--- src/common/mem_consts.svh ---
`ifndef MEM_CONSTS_SVH
`define MEM_CONSTS_SVH

// core side address and data
`define MEM_ADDR_W        32
`define MEM_WORD_W        32

// one cache line, four words
`define MEM_LINE_W        128

// direct-mapped cache size in lines
`define CACHE_LINES       64

// backing memory
`define BACK_DEPTH_LINES  256
`define BACK_LAT          4   // stall cycles per access

`endif

--- src/common/mem_pkg.sv ---
`default_nettype none

`include "mem_consts.svh"

package mem_pkg;

    typedef enum logic [1:0] {
        SZ_BYTE = 2'd0,
        SZ_HALF = 2'd1,
        SZ_WORD = 2'd2
    } acc_size_e;

    // words for lane placement, bytes for masked merging
    typedef union packed {
        logic [`MEM_LINE_W/`MEM_WORD_W-1:0][`MEM_WORD_W-1:0] words;
        logic [`MEM_LINE_W/8-1:0][7:0]                      bytes;
    } line_u;

    typedef struct packed {
        logic                     rd;
        logic                     wr;
        logic [`MEM_ADDR_W-1:0]   addr;
        logic [`MEM_WORD_W-1:0]   wdata;
        logic [`MEM_WORD_W/8-1:0] be;
    } mem_req_t;

    typedef struct packed {
        logic                     rd;
        logic                     wr;
        logic [`MEM_ADDR_W-1:0]   addr;
        logic [`MEM_WORD_W-1:0]   wdata;   // already replicated by size
        logic [`MEM_WORD_W/8-1:0] be;
    } core_req_t;

    typedef struct packed {
        logic                   we;
        logic [`MEM_ADDR_W-1:0] addr;
        line_u                  line;
    } cache_wr_t;

endpackage

`default_nettype wire

--- src/logic/mem_req_front.sv ---
`timescale 1ns/1ps
`default_nettype none

`include "mem_consts.svh"

module mem_req_front (
    input  wire                     CLK,
    input  wire                     i_rrst_x,
    input  wire                     i_rd_en,
    input  wire                     i_wr_en,
    input  wire [`MEM_ADDR_W-1:0]   i_addr,
    input  wire [`MEM_WORD_W-1:0]   i_wdata,
    input  wire mem_pkg::acc_size_e i_size,
    input  wire                     i_ctrl_busy,
    output mem_pkg::core_req_t      o_req,
    output wire                     o_busy
);

    logic                     r_rd;
    logic                     r_wr;
    logic [`MEM_ADDR_W-1:0]   r_addr;
    logic [`MEM_WORD_W-1:0]   r_wdata;
    logic [`MEM_WORD_W/8-1:0] r_be;
    logic                     w_accept;
    logic [`MEM_WORD_W/8-1:0] w_be;
    logic [`MEM_WORD_W-1:0]   w_wdata;

    assign w_accept = (i_rd_en | i_wr_en) & ~o_busy;

    // size and low address bits to lane mask
    always_comb begin
        case (i_size)
            mem_pkg::SZ_BYTE: begin
                w_be    = 4'b0001 << i_addr[1:0];
                w_wdata = {4{i_wdata[7:0]}};
            end
            mem_pkg::SZ_HALF: begin
                w_be    = 4'b0011 << {i_addr[1], 1'b0};
                w_wdata = {2{i_wdata[15:0]}};
            end
            default: begin
                w_be    = 4'b1111;
                w_wdata = i_wdata;
            end
        endcase
    end

    always_ff @(posedge CLK) begin
        if (!i_rrst_x) begin
            r_rd <= 1'b0;
            r_wr <= 1'b0;
        end else begin
            r_rd <= i_rd_en & ~o_busy;   // one-cycle strobes
            r_wr <= i_wr_en & ~o_busy;
        end
    end

    always_ff @(posedge CLK) begin
        if (w_accept) begin
            r_addr  <= i_addr;
            r_wdata <= w_wdata;
            r_be    <= w_be;
        end
    end

    assign o_req.rd    = r_rd;
    assign o_req.wr    = r_wr;
    assign o_req.addr  = r_addr;
    assign o_req.wdata = r_wdata;
    assign o_req.be    = r_be;

    // covers the cycle before the controller leaves idle
    assign o_busy = i_ctrl_busy | r_rd | r_wr;

endmodule

`default_nettype wire

--- config.mk ---
export PLATFORM = sky130hd
export DESIGN_NAME = mem_req_front
export DESIGN_NICKNAME = d
export VERILOG_FILES = /design/src/common/mem_pkg.sv /design/src/logic/mem_req_front.sv
export VERILOG_INCLUDE_DIRS = /design/src /design/src/common
export SDC_FILE = /design/constraint.sdc
export NUM_CORES = 1
export LEC_CHECK = 0
export ABC_AREA = 1
export BUFFER_PORTS_ARGS = -buffer_cell sky130_fd_sc_hd__buf_2
export CORE_ASPECT_RATIO = 0.8
export CORE_MARGIN = 1.5
export CORE_UTILIZATION = 48
export DETAILED_ROUTE_END_ITERATION = 10
export PLACE_DENSITY = 0.85
export SKIP_CTS_REPAIR_TIMING = 1
export SLEW_MARGIN = 10
export SYNTH_ARGS = -nofsm -noshare
export SYNTH_HDL_FRONTEND = slang
export SYNTH_SLANG_ARGS = --single-unit
--- constraint.sdc ---
create_clock -name CLK -period 6.9 [get_ports CLK]
set_input_delay 1.725 -clock CLK [delete_from_list [all_inputs] [get_ports CLK]]
set_output_delay 1.725 -clock CLK [all_outputs]
set_load 0.005 [all_outputs]
==> results by group <==
GRT
  – Initial antenna violation count: 0
  – Aggregate global routing overflow: 0
  – GRT Util Overall: 0.200
  – Vias in the first global route: 1837
  – Met3 usage: 0.0940
  – Largest net degree at the start of global routing: 69
  – Global-route wire length before repair: 8.75 mm
  – Global route hottest layer: met2
  – Met1 usage: 0.217
  – Met2 usage: 0.337

Yosys
  – Yosys top cell area share: 0.764
  – Top cells by area, synth: edfxtp_1, nand2_1, nand3_2, buf_6, buf_12
  – Ys async rst share: 0
  – Synth top cells by count: edfxtp_1, nand2_1, nand3_2
  – Post-synthesis cell type count: 14
  – Syn Nets: 241
  – Post-synth EDFFs: 68
  – Yosys top cell by area: edfxtp_1
  – Synth Flop Type: edfxtp_1
  – Sequential share of the synthesized area: 0.779
  – Synth Instances: 170
  – Total number of yosys warnings: 0
  – #FFs+latches synth: 70
  – Most frequent cell after synthesis: edfxtp_1
  – Mean Syn Cell Area: 15.7 µm²
  – Cell Area, Synth: 0.00267 mm²

Timing
  – Endpoints failing setup: 0
  – Worst Clk Skew: 0.00793 ns
  – Setup total negative slack: 0 ns
  – Unrepaired setup endpoints after global routing: false
  – Fin. Hold Viols: 0
  – Fin. max-slew vios: 0
  – Max transition margin: 0.443
  – Final Critical Period: 3.80 ns
  – Max Clock Freq: 263 MHz
  – Fin crit share: 0.550
  – Measured slew at the worst slew-check pin: 0.836 ns

Detailed routing
  – DR vias: 1833
  – Post-route ant nets: 0
  – Drt first pass iters: 4
  – Vias per cell: around 4.8
  – DRC Markers: 0
  – Final wirelength: roughly 5.7 mm
  – Wire per inst: 15.0 µm
  – Initial drt markers: 95

Clock tree
  – CTS clock-pin slew for the worst setup and hold paths: 0.07 ns
  – Max Root-Sink Buffers: 2
  – CTS Sinks: 70
  – TritonCTS Buffers: 9
  – Clock Tree Root: clkbuf_8
  – H-tree depth: 3
  – Later-pin clock latency in the skew report: 0.33 ns
  – CTS tree: built

Layout
  – Area growth, synth to finish: 34.4%
  – Diode count: 0
  – Final #Nets: approximately 390
  – Layout cells sized above 1: 0.553
  – Final non-filler cell total: 383

Worst setup path
  – Critical Path Start Type: input pin
  – Max Fanout on Critical Path: 3
  – Worst setup path category: input pin to output port
  – CP endpoint kind: output port
  – Critical path data required time: between 5 and 6 ns
  – Worst EP arrival: around 2.1 ns

Die
  – Core Area: 0.00541 mm²
  – DIE WIDTH: 86.4 µm
  – Ports: 142
  – # rows: 24
  – Die area: around 0.006 mm²
  – Starting density of the core: 0.495
  – Die Y: roughly 70 µm

Min path
  – Hold Crit Class: flip-flop to flip-flop

Power
  – PwrDens: ~280 mW/mm²
  – Worst vdd ir: 0.159 mV
  – Lkg Pwr: 0.00163 µW

Flow run
  – Max Cap Viol: 0

Outcome
  – Outcome: finished, final reports clean

Placement
  – Detailed placer's ending HPWL: approximately 4 mm
  – Routability Congestion: 0.733
  – Port Buffer Count: about 140
  – Cells after DPL: 368
[cells by family (layout without fill, tap and decap cells)]
| family | Yosys count | in the layout | share of synthesized area |
|---|---|---|---|
| AND/OR/NAND/NOR | 74 | 74 | 0.148 |
| buffers and inverters | 14 | 162 | 0.0505 |
| flip-flops | 70 | 70 | 0.779 |
| AO/OA/AOI/OAI | 12 | 12 | 0.0225 |
[per-layer routing]
layer	up-vias	share of wire
li1	890	-
met2	101	0.50
met5	-	0
met3	6	0.11
met4	0	0.0097
met1	836	0.37
[final cells by class]
cell class                 count  area (µm²)
multi-input combinational     86         459
clock buffer                   9         124
timing repair buffer         142         713
fill                         392        1810
tap                           65        81.3
sequential                    70        2080
clock inverter                 6         111
inverter                       5        23.8
[final timing paths]
kind / startpoint / end / slack [ns] / depth (start not counted)
setup / recovery: i_ctrl_busy / o_busy / 3.10 / 4
hold / removal: r_wr$_SDFF_PN0_ / r_rd$_SDFF_PN0_ / 0.57 / 3
setup reg to reg: r_rd$_SDFF_PN0_ / r_addr[4]$_DFFE_PP_ / 5.13 / 4
hold reg to reg: r_wr$_SDFF_PN0_ / r_rd$_SDFF_PN0_ / 0.57 / 3
[per-stage QoR]
step / setup WS, ns / power (µW) / util / area (µm²) / hold WS, ns
after floorplan: 3.12 / 568 / - / 2670 / 0.518
after global placement: 3.12 / 617 / 0.622 / 3360 / 0.553
after detailed placement: 3.10 / 622 / 0.622 / 3360 / 0.566
after CTS: 3.10 / 1010 / 0.665 / 3590 / 0.576
after global routing: 3.05 / 1030 / 0.665 / 3590 / 0.642
final: 3.10 / 995 / 0.665 / 3590 / 0.573
[cell usage in the layout (no fill, tap or decap), types with 2 or more instances in the layout]
cell,instances
nand3_1,2
buf_2,141
inv_1,4
bufinv_16,3
nand3_2,16
clkbuf_8,9
o21ai_0,8
nor2_1,5
edfxtp_1,68
dfxtp_1,2
nand2_1,49
o21ai_1,4
[critical path: stages]
cell and delay, ns:
buf_2 0.09, inv_1 0.07, nand2_1 0.05, buf_2 0.13
[flip-flops by register name, indices dropped and copies added, names as in the netlist]
register / count
r_wdata: 32
r_rd: 1
r_wr: 1
r_be: 4
r_addr: 32
[power by group]
| group | internal, µW | total, µW | switching, µW |
|---|---|---|---|
| combinational | 42.0 | 98.0 | 55.9 |
| sequential | 506 | 514 | 7.18 |
| clock | 238 | 383 | 145 |
(Power assumes the default switching activity.)
