`src/common/mem_consts.svh`:
```
`ifndef MEM_CONSTS_SVH
`define MEM_CONSTS_SVH

// core side address and data
`define MEM_ADDR_W        32
`define MEM_WORD_W        32

// one cache line, four words
`define MEM_LINE_W        128

// direct-mapped cache size in lines
`define CACHE_LINES       64

// backing memory
`define BACK_DEPTH_LINES  256
`define BACK_LAT          4   // stall cycles per access

`endif

```
`src/common/mem_pkg.sv`:
```
`default_nettype none

`include "mem_consts.svh"

package mem_pkg;

    typedef enum logic [1:0] {
        SZ_BYTE = 2'd0,
        SZ_HALF = 2'd1,
        SZ_WORD = 2'd2
    } acc_size_e;

    // words for lane placement, bytes for masked merging
    typedef union packed {
        logic [`MEM_LINE_W/`MEM_WORD_W-1:0][`MEM_WORD_W-1:0] words;
        logic [`MEM_LINE_W/8-1:0][7:0]                      bytes;
    } line_u;

    typedef struct packed {
        logic                     rd;
        logic                     wr;
        logic [`MEM_ADDR_W-1:0]   addr;
        logic [`MEM_WORD_W-1:0]   wdata;
        logic [`MEM_WORD_W/8-1:0] be;
    } mem_req_t;

    typedef struct packed {
        logic                     rd;
        logic                     wr;
        logic [`MEM_ADDR_W-1:0]   addr;
        logic [`MEM_WORD_W-1:0]   wdata;   // already replicated by size
        logic [`MEM_WORD_W/8-1:0] be;
    } core_req_t;

    typedef struct packed {
        logic                   we;
        logic [`MEM_ADDR_W-1:0] addr;
        line_u                  line;
    } cache_wr_t;

endpackage

`default_nettype wire

```
`src/cache/dcache_ctrl.sv`:
```
`timescale 1ns/1ps
`default_nettype none

`include "mem_consts.svh"

module dcache_ctrl (
    input  wire                     CLK,
    input  wire                     i_rrst_x,
    input  wire mem_pkg::core_req_t i_req,
    input  wire                     i_hit,
    input  wire mem_pkg::line_u     i_line,
    output wire [`MEM_ADDR_W-1:0]   o_lookup_addr,
    output mem_pkg::cache_wr_t      o_cwr,
    input  wire                     i_mem_stall,
    input  wire mem_pkg::line_u     i_mem_line,
    output mem_pkg::mem_req_t       o_mem_req,
    output mem_pkg::line_u          o_rdata,
    output wire                     o_busy
);

    localparam logic [2:0] S_IDLE      = 3'd0;
    localparam logic [2:0] S_READ      = 3'd1;
    localparam logic [2:0] S_READ_MISS = 3'd2;
    localparam logic [2:0] S_WRITE     = 3'd3;
    localparam logic [2:0] S_WBUF_WAIT = 3'd4;

    logic [2:0]         r_state;
    logic [2:0]         w_next;
    mem_pkg::core_req_t r_req;        // request in service
    mem_pkg::core_req_t r_wbuf;       // one-entry write buffer
    logic               r_wbuf_full;
    logic               w_wbuf_we;
    logic               w_mem_rd;
    logic               w_mem_wr;
    logic               w_start;
    mem_pkg::core_req_t w_src;
    mem_pkg::line_u     w_merged;

    assign w_start  = (r_state == S_IDLE) & (i_req.rd | i_req.wr);
    assign w_src    = (r_state == S_IDLE) ? i_req : r_req;
    assign w_mem_wr = r_wbuf_full & ~i_mem_stall;   // drain whenever memory is free

    // store word into the looked-up line, byte by byte
    always_comb begin
        w_merged = i_line;
        for (int k = 0; k < `MEM_WORD_W/8; k++) begin
            if (r_req.be[k]) begin
                w_merged.bytes[{r_req.addr[3:2], 2'(k)}] = r_req.wdata[8*k +: 8];
            end
        end
    end

    always_comb begin
        w_next     = r_state;
        w_wbuf_we  = 1'b0;
        w_mem_rd   = 1'b0;
        o_cwr.we   = 1'b0;
        o_cwr.addr = r_req.addr;
        o_cwr.line = w_merged;
        case (r_state)
            S_IDLE: begin
                if (i_req.wr) begin
                    if (!r_wbuf_full) begin
                        w_wbuf_we = 1'b1;
                        w_next    = S_WRITE;
                    end else begin
                        w_next = S_WBUF_WAIT;
                    end
                end else if (i_req.rd) begin
                    w_next = S_READ;
                end
            end
            S_READ: begin
                if (i_hit) begin
                    w_next = S_IDLE;
                end else if (!r_wbuf_full && !i_mem_stall) begin
                    w_mem_rd = 1'b1;   // pending store has gone out first
                    w_next   = S_READ_MISS;
                end
            end
            S_READ_MISS: begin
                if (!i_mem_stall) begin
                    o_cwr.we   = 1'b1;   // fill
                    o_cwr.line = i_mem_line;
                    w_next     = S_IDLE;
                end
            end
            S_WRITE: begin
                o_cwr.we = i_hit;   // no allocate on miss
                w_next   = S_IDLE;
            end
            S_WBUF_WAIT: begin
                if (!r_wbuf_full) begin
                    w_wbuf_we = 1'b1;
                    w_next    = S_WRITE;
                end
            end
            default: w_next = S_IDLE;
        endcase
    end

    always_ff @(posedge CLK) begin
        if (!i_rrst_x) begin
            r_state     <= S_IDLE;
            r_wbuf_full <= 1'b0;
        end else begin
            r_state <= w_next;
            if (w_wbuf_we) begin
                r_wbuf_full <= 1'b1;
            end else if (w_mem_wr) begin
                r_wbuf_full <= 1'b0;
            end
        end
    end

    always_ff @(posedge CLK) begin
        if (w_start) begin
            r_req <= i_req;
        end
        if (w_wbuf_we) begin
            r_wbuf <= w_src;
        end
        if (r_state == S_READ && i_hit) begin
            o_rdata <= i_line;
        end else if (r_state == S_READ_MISS && !i_mem_stall) begin
            o_rdata <= i_mem_line;
        end
    end

    always_comb begin
        o_mem_req.rd    = w_mem_rd;
        o_mem_req.wr    = w_mem_wr;
        o_mem_req.addr  = w_mem_rd ? r_req.addr : r_wbuf.addr;
        o_mem_req.wdata = r_wbuf.wdata;
        o_mem_req.be    = r_wbuf.be;
    end

    // array sees the new address while the request strobe is up
    assign o_lookup_addr = (r_state == S_IDLE) ? i_req.addr : r_req.addr;
    assign o_busy        = (r_state != S_IDLE);

    // no store slips into the buffer while a line fill is outstanding
    a_rd_after_drain: assert property (@(posedge CLK) disable iff (!i_rrst_x)
        (r_state == S_READ_MISS) |-> !r_wbuf_full);

    // memory stalls after every access, so strobes never come back to back
    a_strobe_no_stall: assert property (@(posedge CLK) disable iff (!i_rrst_x)
        (o_mem_req.rd || o_mem_req.wr) |=> !(o_mem_req.rd || o_mem_req.wr));

endmodule

`default_nettype wire

```
`config.mk`:
```
export PLATFORM = sky130hd
export DESIGN_NAME = dcache_ctrl
export DESIGN_NICKNAME = d
export VERILOG_FILES = /design/src/common/mem_pkg.sv /design/src/cache/dcache_ctrl.sv
export VERILOG_INCLUDE_DIRS = /design/src /design/src/common
export SDC_FILE = /design/constraint.sdc
export NUM_CORES = 1
export LEC_CHECK = 0
export CAP_MARGIN = 20
export CORE_AREA = 2 2 283 285
export DETAILED_ROUTE_END_ITERATION = 12
export DIE_AREA = 0 0 285 287
export DONT_BUFFER_PORTS = 1
export GPL_ROUTABILITY_DRIVEN = 0
export PLACE_DENSITY = 0.3
export SLEW_MARGIN = 20
export SYNTH_ARGS = -nofsm -noshare
export SYNTH_HDL_FRONTEND = slang
export SYNTH_SLANG_ARGS = --single-unit
export TNS_END_PERCENT = 5
```
`constraint.sdc`:
```
create_clock -name CLK -period 7.9 [get_ports CLK]
set_input_delay 1.185 -clock CLK [delete_from_list [all_inputs] [get_ports CLK]]
set_output_delay 1.185 -clock CLK [all_outputs]
set_load 0.01 [all_outputs]
```
==> results.py, run 1 <==
metrics = {
    "status": {
        "run_status": "complete, no violations",
    },
    "floorplan": {
        "ios": 722,
        "die_h_um": 287,
        "die-area_um2": 81800,
        "die_x_um": 285,
        "coreArea_um2": 78600,
        "initial_core_util": 0.184,
        "row_count": 103,
    },
    "final_layout": {
        "fill_cells": 8479,
        "area_growth_pct": 11.2,
        "stdcell_area_um2": 16100,
        "nNetsFinal": 1331,
        "num_antenna_cells": 0,
        "drive_gt1_frac": 0.296,
    },
    "sta": {
        "finalHoldViolCount": 0,
        "period_share": 0.552,
        "slew_violations": 0,
        "max_slew_margin": 0.225,
        "skew_ps": 16.2,
        "rsz0062_at_grt": "false",
        "fmax_ghz": 0.230,
        "timing.setup.tns_ps": 0,
        "layout_min_cycle_time_ps": 4360,
        "report.final.setup_viol": 0,
        "worstMarginPinSlew_ps": 1160,
    },
    "cts": {
        "cts.hold.buffers_added": 0,
        "cts.htree.levels": 2,
        "cts_buffers": 38,
        "cts_tree": "yes",
        "post_cts_buffers": 0,
        "root_buffer": "clkbuf_16",
        "clock_path_buffers": 3,
        "clock_sinks": 268,
        "clkLatencyLatePin_ps": 550,
        "cts_resized": 0,
        "clk_pin_slew_worst_paths_ps": 60,
    },
    "synth": {
        "synth_edf_count": 264,
        "ys.flop_type": "edfxtp_1",
        "synth_area_um2": 14500,
        "synthTopCellsByArea": "edfxtp_1 (55%), mux2_2 (15%), mux2i_1 (8.8%)",
        "synthDominantCellAreaShare": 0.547,
        "synth_nets": 1440,
        "syn_inst": 1110,
        "synth_common_cells": "edfxtp_1 (264), mux2_2 (197), nand2_1 (144)",
        "yosysMostFrequentCell": "edfxtp_1",
        "syn_avg_cell_area_um2": 13.1,
        "async_reset_ff_frac": 0,
        "ys_seq_area_frac": 0.552,
        "synth_warnings": 0,
        "ys_types": 34,
        "synth_top_area_cell": "edfxtp_1",
        "synth-seq-cells": 268,
    },
    "drt": {
        "drtAntennaViolNets": 0,
        "avgRoutedWirePerCell_um": 30.2,
        "drtIter0Drc": 467,
        "drc": 0,
        "vias_per_cell": 4.18,
        "first_pass_iters": 4,
        "num_vias": 8694,
        "routed_wl_mm": 62.7,
    },
    "power_and_ir_drop": {
        "leakage_nw": 5.56,
        "ir_drop_mv": 0.238,
        "powerDensity_nw_per_um2": 405,
    },
    "placement": {
        "numPortBuffers": 0,
        "hpwl_mm": 47.5,
        "dpl_cell_area_um2": 14900,
    },
    "grt": {
        "gr-usage-all-layers": 0.144,
        "grt_pass1_vias": 9103,
        "grt-ovfl-total": 0,
        "grt_pass1_wl_mm": 82.3,
        "grt_max_degree": 161,
        "antenna_found_initial": 0,
    },
    "critical_path": {
        "cp.required_ps": 6710,
        "cp-end-kind": "output pin",
        "path_class": "flop to output pin",
        "crit_arrival_ps": 3170,
        "cp_max_fo": 13,
        "startpoint_type": "flop",
    },
    "run": {
        "max-cap-violations": 0,
    },
    "worst_hold_path": {
        "hold_class": "flop to flop",
    },
}
-- metrics by stage --
| step | total power [mW] | util | hold WS (ps) | setup slack, ps | instances |
|---|---|---|---|---|---|
| 2_1_floorplan | 4.35 | - | 488 | 2420 | 1110 |
| 3_3_place_gp | 4.98 | 0.190 | 555 | 3720 | 2011 |
| 6_report | 6.53 | 0.205 | 566 | 3540 | 2078 |
| 4_1_cts | 6.71 | 0.205 | 561 | 3380 | 2078 |
| 5_1_grt | 6.87 | 0.205 | 599 | 3310 | 2078 |
| 3_5_place_dp | 4.97 | 0.190 | 554 | 3680 | 2011 |
-- per-layer routing --
metal	routed length, µm	track usage
met2	32200	0.263
met5	0	0
met3	6840	0.0652
met4	1450	0.0381
met1	22200	0.150
-- path summary, 6_finish.rpt --
check        slack (ps)  depth (start not counted)                      end                      from
max                3540                          3               o_cwr[114]      o_cwr[131]$_DFFE_PP_
min                 570                          2  r_state[2]$_SDFFE_PN0P_  r_wbuf_full$_SDFFE_PN0P_
min reg2reg         570                          2  r_state[2]$_SDFFE_PN0P_  r_wbuf_full$_SDFFE_PN0P_
max reg2reg        4550                          5    o_rdata[34]$_DFFE_PP_   r_state[0]$_SDFFE_PN0P_
-- worst max-delay path, stage by stage, from the launching register on --
cell      delay (ps)
edfxtp_1         820
nand3_1          900
mux2i_1          300
o21ai_0          580
-- report_power, final --
part           internal (mW)  leakage (nW)  switching [mW]
Clock                  0.996         0.585           0.689
Combinational          0.680          2.46            1.30
Sequential              2.26          2.52           0.603
Total                   3.93          5.56            2.59
-- flip-flops by register name, summed over array words and instances, names as in the netlist --
name / flops
o_rdata: 128
o_mem_req: 36
r_req: 36
o_cwr: 32
r_wbuf: 32
r_state: 3
r_wbuf_full: 1
-- area by class of cell --
class | instances | area, µm² | share of cell area
tap | 1050 | 1310 | 0.0815
clock buffer | 44 | 995 | 0.0617
timing repair buffer | 17 | 153 | 0.00946
inverter | 4 | 15.0 | 0.000931
multi-input combinational | 672 | 5460 | 0.338
sequential | 268 | 8010 | 0.497
clock inverter | 23 | 189 | 0.0117
-- layout by cell type, fill, tap and decap left out, drive strengths merged, types with 3 or more instances in the layout --
master / count
mux2i: 128
inv: 5
edfxtp: 264
nor2b: 5
nand3: 6
bufinv: 3
o21ai: 134
buf: 17
dfxtp: 4
mux2: 226
nand2: 144
and2: 3
clkinv: 19
clkbuf: 44
nor2: 6
-- cells by family after synthesis --
logic type,count (synthesis),share of synthesized area
AOI/OAI and AO/OA,138,0.0482
DFF,268,0.552
muxes,354,0.271
buffers and inverters,170,0.0751
and+or+nand+nor,180,0.0531
No activity file was read; power rests on OpenSTA's default activity.
==> run 2, diff against run 1 <==
- clock period: 7.9 -> 3.65 ns (I/O delays scaled with it)
==> run 2 against run 1 <==
Compared with the run above: design area increased by 2.0%; clock power up 120%; clock skew is 3.6 ps lower; via count rose by 0.40%; flip-flop and latch count stayed put; register-to-register slack got worse by 3500 ps; final cell count is 1.3% higher; die area unchanged; first-iteration DRC count is 14% lower; critical path type unchanged; largest cell class unchanged; largest power group unchanged; highest routed layer is now met5.
==> results.py, run 2 (synthesis results as in run 1) <==
metrics = {
    "run": {
        "max-cap-violations": 0,
    },
    "sta": {
        "period_share": 0.906,
        "fmax_ghz": 0.302,
        "skew_ps": 12.6,
        "finalHoldViolCount": 0,
        "worstMarginPinSlew_ps": 897,
        "layout_setup_ws_ps": 342,
        "rsz0062_at_grt": "false",
        "layout_min_cycle_time_ps": 3310,
        "max_slew_margin": 0.401,
        "slew_violations": 0,
        "report.final.setup_viol": 0,
    },
    "drt": {
        "drc": 0,
        "routed_wl_mm": 63.0,
        "drtIter0Drc": 400,
        "first_pass_iters": 4,
        "drtAntennaViolNets": 0,
        "num_vias": 8729,
        "vias_per_cell": 4.15,
        "avgRoutedWirePerCell_um": 30.0,
    },
    "critical_path": {
        "path_class": "flop to output pin",
        "crit_arrival_ps": 2760,
        "crit_family": "simple AND/OR/NAND/NOR gates",
        "slowest_stage": "dfxtp_1",
        "cpPeakStageDelay_ps": 700,
        "worst-path-buf-inv": 1,
        "startpoint_type": "flop",
        "cp.required_ps": 3100,
        "crit_chain": "nand2b_4 > or4_2 > buf_4 > mux2_4",
        "cp_max_fo": 33,
        "cp-end-kind": "output pin",
    },
    "cts": {
        "cts_resized": 0,
        "cts.hold.buffers_added": 0,
        "clock_path_buffers": 3,
        "cts_tree": "yes",
        "clkLatencyLatePin_ps": 540,
        "clock_sinks": 268,
        "root_buffer": "clkbuf_16",
        "post_cts_buffers": 0,
        "cts.htree.levels": 2,
        "clk_pin_slew_worst_paths_ps": 60,
        "cts_buffers": 38,
    },
    "final_layout": {
        "mostFrequentLayoutCell": "edfxtp_1",
        "fill_cells": 8407,
        "area_growth_pct": 13.4,
        "drive_gt1_frac": 0.310,
        "multi_input_area_um2": 5460,
        "largest_reg_flops": 128,
        "nNetsFinal": 1355,
        "final_cell_mix": "edfxtp_1 (264), mux2_2 (197), nand2_1 (144)",
        "seq_area_um2": 8010,
        "instances_no_fill": 2104,
        "final_core_util": 0.209,
        "top_register": "o_rdata",
        "num_antenna_cells": 0,
        "stdcell_area_um2": 16500,
    },
    "placement": {
        "numPortBuffers": 0,
        "post-place-ws_ps": 808,
        "dp.cells": 2035,
        "hpwl_mm": 47.9,
        "dpl_cell_area_um2": 15200,
    },
    "power_and_ir_drop": {
        "powerDensity_nw_per_um2": 878,
        "leakage_nw": 5.71,
        "p_int_mw": 8.77,
        "ir_drop_mv": 0.449,
        "swShare": 0.393,
        "p_sw_mw": 5.67,
        "p_total_mw": 14.4,
        "pwr-share-seq": 0.429,
        "clkPwrFrac": 0.258,
        "p_comb_frac": 0.314,
    },
    "floorplan": {
        "die_x_um": 285,
        "die-area_um2": 81800,
        "ios": 722,
        "initial_core_util": 0.184,
        "die_h_um": 287,
        "row_count": 103,
        "coreArea_um2": 78600,
    },
    "grt": {
        "grt_pass1_vias": 9221,
        "antenna_found_initial": 1,
        "gr-usage-all-layers": 0.146,
        "grt_pass1_wl_mm": 83.5,
        "grt_max_degree": 90,
        "grt-ovfl-total": 0,
    },
    "status": {
        "run_status": "complete, no violations",
    },
    "worst_hold_path": {
        "hold_class": "primary input to flop",
    },
}
## run 2: changes by cell type in the layout (fill, tap and decap cells not counted)
cell,change
clkinv_2,-2
clkinv_1,-7
bufinv_16,+1
buf_12,+9
clkinv_4,-1
clkbuf_1,+10
clkinvlp_4,+1
buf_4,+15
## run 2: worst reg2reg max path: cells and delay by family, from the launching register on
family	cells	cell delay (ps)
and+or+nand+nor	2	1050
DFF	1	630
buffers and inverters	1	360
## run 2: cell type report
type / instances / share of cell area
clock buffer: 54 / 0.0627
clock inverter: 15 / 0.0110
inverter: 4 / 0.000913
multi-input combinational: 672 / 0.332
sequential: 268 / 0.487
tap: 1050 / 0.0799
timing repair buffer: 41 / 0.0271
## run 2: final timing paths
kind / start / end / slack (ps) / cells past startpoint
hold / removal: i_req[32] / r_req[32]$_DFFE_PP_ / 100 / 0
setup / recovery: r_state[0]$_SDFFE_PN0P_ / o_mem_req[61] / 340 / 4
hold reg to reg: r_wbuf_full$_SDFFE_PN0P_ / r_state[2]$_SDFFE_PN0P_ / 580 / 2
setup reg to reg: r_state[1]$_SDFFE_PN0P_ / o_rdata[64]$_DFFE_PP_ / 1040 / 3
## run 2: through the flow
| stage | setup TNS (ps) | hold WS [ps] |
|---|---|---|
| after floorplan | -71980 | 509 |
| after global placement | 0 | 586 |
| after detailed placement | 0 | 573 |
| after CTS | 0 | 39.2 |
| after global routing | 0 | 48.3 |
| final | 0 | 96.2 |
## run 2: routing by layer
layer | up-vias | GRT usage | part of all wire
met3 | 68 | 0.0617 | 0.10
li1 | 3849 | - | -
met4 | 2 | 0.0391 | 0.022
met2 | 488 | 0.265 | 0.51
met1 | 4322 | 0.156 | 0.36
met5 | - | 0 | 0.00021
## run 2: power groups by stage
stage	clock network, mW	logic (mW)	registers, mW
6_report	3.72	4.53	6.20
4_1_cts	3.89	4.69	6.26
3_3_place_gp	0	4.68	6.35
3_5_place_dp	0	4.68	6.31
5_1_grt	3.98	4.90	6.31
2_1_floorplan	0	3.91	5.50
